[src/common/viterbi_pkg.sv]
package viterbi_pkg;

    //////////////////////////////////////////////////
    // Code and decoder dimensions
    //////////////////////////////////////////////////

    // Rate 1/2, K = 3, generators 7 and 5 (octal)
    localparam int NUM_STATES   = 4;
    localparam int STATE_W      = 2;

    // Survivor history depth in symbols
    localparam int TB_DEPTH     = 12;

    // Symbols accepted before the first decoded bit
    localparam int WARMUP_LEN   = TB_DEPTH - 1;
    localparam int WARMUP_CNT_W = $clog2(TB_DEPTH);

    localparam int BM_W         = 2;
    localparam int PM_W         = 6;

    // Reset metric of every state other than state 0
    localparam int START_METRIC = 16;

    //////////////////////////////////////////////////
    // Types
    //////////////////////////////////////////////////

    // Bit 1 from generator 7, bit 0 from generator 5
    typedef logic [1:0]              symbol_t;

    // Bit 1 is the newest information bit
    typedef logic [STATE_W-1:0]      state_t;

    typedef logic [BM_W-1:0]         branch_metric_t;
    typedef logic [PM_W-1:0]         path_metric_t;

    // One survivor bit per state
    typedef logic [NUM_STATES-1:0]   decision_t;

    typedef logic [WARMUP_CNT_W-1:0] warmup_cnt_t;

    typedef enum logic [1:0] {
        IDLE,
        WARMUP,
        DECODE
    } ctrl_state_t;

endpackage

[src/hw/branch_metric.sv]
`timescale 1ns/1ns

module branch_metric (
    input  viterbi_pkg::symbol_t        in_symbol,
    output viterbi_pkg::branch_metric_t bm_00,
    output viterbi_pkg::branch_metric_t bm_01,
    output viterbi_pkg::branch_metric_t bm_10,
    output viterbi_pkg::branch_metric_t bm_11
);

    // Number of differing bits between two code pairs
    function automatic viterbi_pkg::branch_metric_t hamming(
        input viterbi_pkg::symbol_t rx,
        input viterbi_pkg::symbol_t code
    );
        viterbi_pkg::symbol_t diff;
        diff = rx ^ code;
        return viterbi_pkg::branch_metric_t'(diff[1]) +
               viterbi_pkg::branch_metric_t'(diff[0]);
    endfunction

    // One distance per possible code pair, shared by all butterflies
    assign bm_00 = hamming(in_symbol, 2'b00);
    assign bm_01 = hamming(in_symbol, 2'b01);
    assign bm_10 = hamming(in_symbol, 2'b10);
    assign bm_11 = hamming(in_symbol, 2'b11);

endmodule

[src/acs/acs_unit.sv]
`timescale 1ns/1ns

module acs_unit (
    input  logic                        clk,
    input  logic                        rst_n,
    input  logic                        acs_en,
    input  viterbi_pkg::branch_metric_t bm_00,
    input  viterbi_pkg::branch_metric_t bm_01,
    input  viterbi_pkg::branch_metric_t bm_10,
    input  viterbi_pkg::branch_metric_t bm_11,
    output viterbi_pkg::decision_t      decisions,
    output viterbi_pkg::state_t         best_state
);

    viterbi_pkg::path_metric_t   pm      [0:viterbi_pkg::NUM_STATES-1];
    viterbi_pkg::path_metric_t   pm_next [0:viterbi_pkg::NUM_STATES-1];
    viterbi_pkg::path_metric_t   min_pm;
    viterbi_pkg::branch_metric_t bm_tab  [0:3];

    // Indexed by the expected code pair
    assign bm_tab[0] = bm_00;
    assign bm_tab[1] = bm_01;
    assign bm_tab[2] = bm_10;
    assign bm_tab[3] = bm_11;

    // Minimum of the registered metrics, lowest state wins a tie
    always_comb begin
        min_pm     = pm[0];
        best_state = '0;
        for (int s = 1; s < viterbi_pkg::NUM_STATES; s++) begin
            if (pm[s] < min_pm) begin
                min_pm     = pm[s];
                best_state = viterbi_pkg::state_t'(s);
            end
        end
    end

    //////////////////////////////////////////////////
    // Add-compare-select
    //////////////////////////////////////////////////

    // Predecessor of state s with decision d is {s[0], d}
    always_comb begin
        viterbi_pkg::state_t       st;
        viterbi_pkg::symbol_t      pair0;
        viterbi_pkg::path_metric_t cand0;
        viterbi_pkg::path_metric_t cand1;
        for (int s = 0; s < viterbi_pkg::NUM_STATES; s++) begin
            st    = viterbi_pkg::state_t'(s);
            // Code pair when coming from the d = 0 predecessor
            pair0 = {st[1] ^ st[0], st[1]};
            cand0 = pm[{st[0], 1'b0}] + viterbi_pkg::path_metric_t'(bm_tab[pair0]);
            cand1 = pm[{st[0], 1'b1}] + viterbi_pkg::path_metric_t'(bm_tab[~pair0]);
            // Tie keeps decision 0
            decisions[s] = (cand1 < cand0);
            // Never underflows, every candidate is at least min_pm
            pm_next[s]   = (decisions[s] ? cand1 : cand0) - min_pm;
        end
    end

    always_ff @(posedge clk or negedge rst_n) begin
        if (!rst_n) begin
            pm[0] <= '0;
            for (int s = 1; s < viterbi_pkg::NUM_STATES; s++) begin
                pm[s] <= viterbi_pkg::path_metric_t'(viterbi_pkg::START_METRIC);
            end
        end else if (acs_en) begin
            for (int s = 0; s < viterbi_pkg::NUM_STATES; s++) begin
                pm[s] <= pm_next[s];
            end
        end
    end

endmodule

[src/traceback/survivor_mem.sv]
`timescale 1ns/1ns

module survivor_mem (
    input  logic                   clk,
    input  logic                   rst_n,
    input  logic                   acs_en,
    input  viterbi_pkg::decision_t decisions,
    output viterbi_pkg::decision_t history [0:viterbi_pkg::TB_DEPTH-1]
);

    //////////////////////////////////////////////////
    // Decision shift history
    //////////////////////////////////////////////////

    // Entry 0 holds the newest symbol, the last entry the oldest
    always_ff @(posedge clk or negedge rst_n) begin
        if (!rst_n) begin
            for (int i = 0; i < viterbi_pkg::TB_DEPTH; i++) begin
                history[i] <= '0;
            end
        end else if (acs_en) begin
            history[0] <= decisions;
            for (int i = 1; i < viterbi_pkg::TB_DEPTH; i++) begin
                history[i] <= history[i-1];
            end
        end
    end

endmodule

[src/traceback/traceback_unit.sv]
`timescale 1ns/1ns

module traceback_unit (
    input  logic                   clk,
    input  logic                   rst_n,
    input  logic                   tb_en,
    input  viterbi_pkg::state_t    best_state,
    input  viterbi_pkg::decision_t history [0:viterbi_pkg::TB_DEPTH-1],
    output logic                   out_bit
);

    viterbi_pkg::state_t trace_state;

    //////////////////////////////////////////////////
    // Backward walk through the trellis
    //////////////////////////////////////////////////

    // Each step moves to {s[0], d}, d being the stored decision of s
    always_comb begin
        trace_state = best_state;
        for (int i = 0; i < viterbi_pkg::TB_DEPTH - 1; i++) begin
            trace_state = {trace_state[0], history[i][trace_state]};
        end
    end

    // State bit 1 is the information bit of the oldest decoded symbol
    always_ff @(posedge clk or negedge rst_n) begin
        if (!rst_n) begin
            out_bit <= 1'b0;
        end else if (tb_en) begin
            out_bit <= trace_state[1];
        end
    end

endmodule

[src/hw/viterbi_ctrl.sv]
`timescale 1ns/1ns

module viterbi_ctrl (
    input  logic clk,
    input  logic rst_n,
    input  logic in_valid,
    output logic acs_en,
    output logic tb_en,
    output logic out_valid
);

    viterbi_pkg::ctrl_state_t state;
    viterbi_pkg::warmup_cnt_t warm_cnt;

    // Symbols are dropped only in the single IDLE cycle after reset
    assign acs_en = in_valid && (state != viterbi_pkg::IDLE);

    //////////////////////////////////////////////////
    // Warm-up FSM and strobe pipeline
    //////////////////////////////////////////////////

    always_ff @(posedge clk or negedge rst_n) begin
        if (!rst_n) begin
            state     <= viterbi_pkg::IDLE;
            warm_cnt  <= '0;
            tb_en     <= 1'b0;
            out_valid <= 1'b0;
        end else begin
            // Traceback runs the cycle after ACS, out_bit lands one later
            tb_en     <= acs_en && (state == viterbi_pkg::DECODE);
            out_valid <= tb_en;

            case (state)
                viterbi_pkg::IDLE: begin
                    state <= viterbi_pkg::WARMUP;
                end
                viterbi_pkg::WARMUP: begin
                    if (acs_en) begin
                        warm_cnt <= warm_cnt + 1'b1;
                        // Last warm-up symbol, the next one decodes
                        if (warm_cnt == viterbi_pkg::warmup_cnt_t'(viterbi_pkg::WARMUP_LEN - 1)) begin
                            state <= viterbi_pkg::DECODE;
                        end
                    end
                end
                viterbi_pkg::DECODE: begin
                    state <= viterbi_pkg::DECODE;
                end
                default: begin
                    state <= viterbi_pkg::IDLE;
                end
            endcase
        end
    end

endmodule

[src/hw/viterbi_dec.sv]
`timescale 1ns/1ns

module viterbi_dec (
    input  logic                 clk,
    input  logic                 rst_n,
    input  logic                 in_valid,
    input  viterbi_pkg::symbol_t in_symbol,
    output logic                 out_valid,
    output logic                 out_bit
);

    logic                          acs_en;
    logic                          tb_en;
    viterbi_pkg::branch_metric_t   bm_00;
    viterbi_pkg::branch_metric_t   bm_01;
    viterbi_pkg::branch_metric_t   bm_10;
    viterbi_pkg::branch_metric_t   bm_11;
    viterbi_pkg::decision_t        decisions;
    viterbi_pkg::state_t           best_state;
    viterbi_pkg::decision_t        history [0:viterbi_pkg::TB_DEPTH-1];

    viterbi_ctrl viterbi_ctrl_inst (
        .clk       (clk),
        .rst_n     (rst_n),
        .in_valid  (in_valid),
        .acs_en    (acs_en),
        .tb_en     (tb_en),
        .out_valid (out_valid)
    );

    branch_metric branch_metric_inst (
        .in_symbol (in_symbol),
        .bm_00     (bm_00),
        .bm_01     (bm_01),
        .bm_10     (bm_10),
        .bm_11     (bm_11)
    );

    acs_unit acs_unit_inst (
        .clk        (clk),
        .rst_n      (rst_n),
        .acs_en     (acs_en),
        .bm_00      (bm_00),
        .bm_01      (bm_01),
        .bm_10      (bm_10),
        .bm_11      (bm_11),
        .decisions  (decisions),
        .best_state (best_state)
    );

    survivor_mem survivor_mem_inst (
        .clk       (clk),
        .rst_n     (rst_n),
        .acs_en    (acs_en),
        .decisions (decisions),
        .history   (history)
    );

    traceback_unit traceback_unit_inst (
        .clk        (clk),
        .rst_n      (rst_n),
        .tb_en      (tb_en),
        .best_state (best_state),
        .history    (history),
        .out_bit    (out_bit)
    );

endmodule

[config.mk]
export PLATFORM = sky130hd
export DESIGN_NAME = viterbi_dec
export DESIGN_NICKNAME = d
export VERILOG_FILES = /design/src/common/viterbi_pkg.sv /design/src/hw/branch_metric.sv /design/src/acs/acs_unit.sv /design/src/traceback/survivor_mem.sv /design/src/traceback/traceback_unit.sv /design/src/hw/viterbi_ctrl.sv /design/src/hw/viterbi_dec.sv
export SDC_FILE = /design/constraint.sdc
export NUM_CORES = 1
export LEC_CHECK = 0
export ABC_CLOCK_PERIOD_IN_PS = 10800
export BUFFER_PORTS_ARGS = -buffer_cell sky130_fd_sc_hd__buf_2
export CAP_MARGIN = 30
export CORE_AREA = 2 2 171 173
export DETAILED_ROUTE_END_ITERATION = 10
export DIE_AREA = 0 0 173 175
export HOLD_SLACK_MARGIN = 0.03
export SYNTH_ARGS = -nofsm -noshare
export SYNTH_HDL_FRONTEND = slang
export SYNTH_HIERARCHICAL = 1
export SYNTH_SLANG_ARGS = --single-unit
[constraint.sdc]
create_clock -name clk -period 10.8 [get_ports clk]
set_input_delay 2.7 -clock clk [delete_from_list [all_inputs] [get_ports clk]]
set_output_delay 2.7 -clock clk [all_outputs]
set_load 0.02 [all_outputs]
Word level (Yosys, flattened, before mapping). Cells that the tools add are included.

Reduce and logical (&&, ||, !) cells: 6. Mux-type cells: 33. Add/sub/neg operators: 17. $lt $le $gt $ge: 17. Bitwise gates (word level): 3. Equality and inequality tests: 5.

Operator list (count): $add A6 B2 Y6 (8); $lt A6 B6 Y1 (7); $mux W6 (7); $lt A2 B3 Y1 const B (10); $sub A6 B6 Y6 (4); $bmux W1 S2 (10); $mux W1 (11); $add A1 B1 Y2 (4); $mux W2 (4); $pmux W2 S3 (1); $add A4 B1 Y4 const B (1); $eq A4 B4 Y1 const B (1); $ne A2 B1 Y1 const B (2); $reduce_and A2 Y1 (2); $eq A2 B1 Y1 const B (1); $eq A2 B2 Y1 const B (1); $logic_and A1 B1 Y1 (2); $logic_not A2 Y1 (1); $not A1 Y1 (2); $not A2 Y2 (1); $reduce_bool A2 Y1 (1).

Flip-flop bits (word level): 73. Output and inout port bits: 2.

Longest topological paths before layout.
Word-level depth: 26. Mapped depth: 32. Mapped depth without buffers: 30.

Cells and area by module. The synthesis kept the hierarchy.

By module, submodules not included: acs_unit (instances 1, area each 4086.4 sq um, seq. area each 604.3 sq um, cells an instance 483); survivor_mem (instances 1, area each 1860.5 sq um, seq. area each 1201.2 sq um, cells an instance 101); traceback_unit (instances 1, area each 583.1 sq um, seq. area each 25.0 sq um, cells an instance 67); viterbi_ctrl (instances 1, area each 399.1 sq um, seq. area each 200.2 sq um, cells an instance 34); branch_metric (instances 1, area each 76.3 sq um, seq. area each 0.0 sq um, cells an instance 9).

Worst setup path before layout. Ideal clock, no wire load.

Path type: register -> register. Start: register acs_unit_inst/pm[20] in the netlist's numbering. End: register traceback_unit_inst.out_bit. Path slack: 3.725 ns. Arrival time: 6.937 ns. Setup time: 0.137 ns. Required time: 10.663 ns. Stages on the path, launching flop included: 31. Cell sequence: dfrtp_1 > buf_2 > inv_2 > ha_1 > nand4_1 > o221ai_4 > buf_6 > mux2_2 > inv_1 > ha_1 > nand2b_1 > a21oi_1 > o22ai_1 > mux2i_1 > a21oi_1 > mux2_2 > inv_1 > ha_1 > a21o_1 > a311oi_2 > o31ai_4 > o31ai_1 > mux4_2 > mux2i_1 > mux2i_1 > mux2i_1 > nor2_1 > mux2i_2 > mux4_2 > mux2i_1 > o221ai_1.

Cells in the longest elaborated chain, start to end: 26. Elaborated cells between the ends (all ways): 28.

RTL lines: start: declaration (RTL line acs_unit.sv:15) `viterbi_pkg::path_metric_t pm [0:viterbi_pkg::NUM_STATES-1];`; start signal: indexed assignment (RTL line acs_unit.sv:65) `pm[s] <= viterbi_pkg::path_metric_t'(viterbi_pkg::START_METRIC);`; start signal: indexed assignment (RTL line acs_unit.sv:69) `pm[s] <= pm_next[s];`; $lt A6 B6 Y1 (RTL line acs_unit.sv:31) `if (pm[s] < min_pm) begin`; $mux W6 (RTL line acs_unit.sv:31); $lt A6 B6 Y1 (RTL line acs_unit.sv:31); $mux W6 (RTL line acs_unit.sv:31); $lt A6 B6 Y1 (RTL line acs_unit.sv:31); $mux W2 (*) (RTL line acs_unit.sv:31); via best_state[0] (RTL line viterbi_dec.sv:19) `viterbi_pkg::state_t best_state;`; $bmux W1 S2 (RTL line traceback_unit.sv:22) `trace_state = {trace_state[0], history[i][trace_state]};`; [11 not listed]; $bmux W1 S2 (RTL line traceback_unit.sv:22); $mux W1 (implied by the code) (RTL line traceback_unit.sv:22); $bmux W1 S2 (RTL line traceback_unit.sv:22); $mux W1 (implied by the code) (RTL line traceback_unit.sv:22); $bmux W1 S2 (RTL line traceback_unit.sv:22); $mux W1 (implied by the code) (RTL line traceback_unit.sv:22); $bmux W1 S2 (*) (RTL line traceback_unit.sv:22); $mux W1 (implied by the code) (*) (RTL line traceback_unit.sv:22); end signal: assignment (RTL line traceback_unit.sv:31) `out_bit <= trace_state[1];`; end: declaration (RTL line traceback_unit.sv:9) `output logic out_bit`.

The timed path passes the listed nets; every way through them passes the cells marked *. The select of a mux whose other input is x is not followed. A chain may end at the register's enable or synchronous reset.

Worst setup path in the final report.
Start: register acs_unit_inst/pm[22] in the netlist's numbering. End: register traceback_unit_inst.out_bit.

Cells in the longest elaborated chain, start to end: 26. Elaborated cells between the ends (all ways): 28.

RTL lines (RTL line): $lt A6 B6 Y1 (acs_unit.sv:31); $mux W6 (*) (acs_unit.sv:31); $lt A6 B6 Y1 (acs_unit.sv:31); $mux W6 (acs_unit.sv:31); $lt A6 B6 Y1 (acs_unit.sv:31); $mux W2 (*) (acs_unit.sv:31); via best_state[1] (viterbi_dec.sv:19); $bmux W1 S2 (*) (traceback_unit.sv:22); [11 not listed]; $bmux W1 S2 (traceback_unit.sv:22); $mux W1 (implied by the code) (traceback_unit.sv:22); $bmux W1 S2 (traceback_unit.sv:22); $mux W1 (implied by the code) (traceback_unit.sv:22); $bmux W1 S2 (traceback_unit.sv:22); $mux W1 (implied by the code) (traceback_unit.sv:22); $bmux W1 S2 (*) (traceback_unit.sv:22); $mux W1 (implied by the code) (*) (traceback_unit.sv:22).

Marks and branches as above.

==> flow_summary.toml <==
[status]
status = "completed"

[sta]
max_clock_freq_mhz = 122
rsz0062_at_grt = "no"
drv_slew = 0
finalSetupViolations = 0
finClkSkew_ps = 8.11
fin_tns_setup_ps = 0
max-slew-margin-rel_pct = 42.1
final.period_utilization_pct = 76.2
hold_violations = 0
fin_crit_ps = 8220
tightest_slew_ps = 869

[finish]
nets = 764
fin_util_pct = 26.3
stdcell_count = 1067
syn_to_final_growth_pct = 11.3
drive_above_1_share_pct = 16.8
n_antenna_cell = 0
fillers = 3026

[die]
ioPinCount = 7
dieArea_um2 = 30300
core_um2 = 28400
rows = 62
die_w_um = 173
die_h_um = 175
initial_core_util_pct = 23.6

[yosys]
ys_warn_count = 6
postSynthAreaPerCell_um2 = 9.89
synth.net_count = 764
synthCells = 678
synth_area_um2 = 6700

[flow_run]
cap_violations = 0

[detailed_routing]
drt-initial-drc-count = 286
dr_total_vias = 4812
drtPass1Iterations = 5
via_per_inst = 4.51
drc = 0
ant_nets = 0
wl_per_cell_um = 13.4
routed_wirelength_mm = 14.3

[worst_setup_path]
crit_type = "flop to flop"
crit_end = "traceback_unit_inst/out_bit"
r2r_end = "traceback_unit_inst/out_bit"
reg2reg_depth = 26
critical_path.startpoint_type = "flop"
crit_path_top_delay_cell = "o221ai_4"
arrival_ps = 8430
regToRegStartpoint = "acs_unit_inst/pm[22]"
cpMostUsedCell = "mux2i_1"
cpPeakStageDelay_ps = 600
critPathRequiredTime_ps = 11010
cp_max_fo = 17
r2r_slack_ps = 2580
worstSetupEndpointType = "flop"
crit_start = "acs_unit_inst/pm[22]"

[global_routing]
antenna_found_initial = 0
grt_usage_pct = 9.99
grt-ovfl-total = 0
grt_pass1_vias = 4823
grt_first_pass_wirelength_mm = 24.5
grt_max_degree = 82

[place]
port_buffers = 6
dp_hpwl_mm = 10.9
place.gp.congestion = 0.822
dp_cells = 1050

[clock_tree]
cts_resized = 0
numCtsBuffers = 9
cts_max_level = 3
clk_pin_slew_worst_paths_ps = 60
cts_hold_buf = 0
cts_tree = "done"
cts-root-buf = "clkbuf_16"
clockBufferDepth = 2
cts_sinks = 73
post-cts-setup-buffers = 0
clock_latency_ps = 340

[min_path]
hold_path.class = "flop to flop"
min_from = "viterbi_ctrl_inst/tb_en"
[cell type report]
cell class              count  area [um2]  share of cell area, %
well taps                 384         480                   6.44
multi-input cells         541        4590                   61.4
repair buffers             12         118                   1.58
clock inverters             7        70.1                  0.939
inverters                  41         155                   2.08
flip-flops and latches     73        1830                   24.5
clock buffers               9         225                   3.02
[state kept, by name (all words and copies together) (netlist names)]
signal / cells
acs_unit_inst/pm: 24
survivor_mem_inst/history: 40
viterbi_ctrl_inst/out_valid: 1
viterbi_ctrl_inst/warm_cnt: 4
viterbi_ctrl_inst/tb_en: 1
viterbi_ctrl_inst/state: 2
traceback_unit_inst/out_bit: 1
[critical path, delay by kind of cell, from the launching register on]
kind	cells	cell delay [ps]
mux	9	3110
compound gates	8	2700
fa+ha+maj	3	920
simple gates	5	720
flops	1	490
buf+inv	1	140
[worst min-delay path by stage]
stage | endpoint | slack [ps] | cells past startpoint
6_report | viterbi_ctrl_inst/out_valid | 420 | 0
3_3_place_gp | viterbi_ctrl_inst/out_valid | 410 | 0
3_5_place_dp | viterbi_ctrl_inst/out_valid | 400 | 0
4_1_cts | viterbi_ctrl_inst/out_valid | 420 | 0
5_1_grt | viterbi_ctrl_inst/out_valid | 440 | 0
2_1_floorplan | viterbi_ctrl_inst/out_valid | 370 | 0
[layer usage]
layer	up-vias	track usage (%)	part of all wire, %
met5	-	0	0
met4	0	2.82	1.4
met3	14	1.81	3.4
met2	60	16.4	46
met1	2316	13.4	50
li1	2422	-	-
[placed cells by master (no fill, tap or decap), types with 9 or more instances in the layout]
cell and count:
ha_1 72, dfrtp_1 70, a21oi_1 44, clkbuf_16 9, fa_1 9, nand2b_1 15
nand3_1 18, o21ai_0 32, a21o_1 20, xnor2_1 37, mux2i_1 38, nor2_1 46
inv_1 38, mux2_2 39, mux2_4 18, xor2_1 18, nand2_1 42
[metrics by stage]
| stage | hold WS (ps) | setup WS (ps) | area [um2] |
|---|---|---|---|
| 3_5_place_dp | 404 | 2660 | 7140 |
| 5_1_grt | 440 | 1830 | 7460 |
| 3_3_place_gp | 407 | 2920 | 7110 |
| 6_report | 417 | 2580 | 7460 |
| 2_1_floorplan | 372 | 3730 | 6700 |
| 4_1_cts | 419 | 2640 | 7440 |
Power is left out: the tool's default activity adds up to more than one toggle a clock period on the data nets, which glitch-free logic cannot reach.
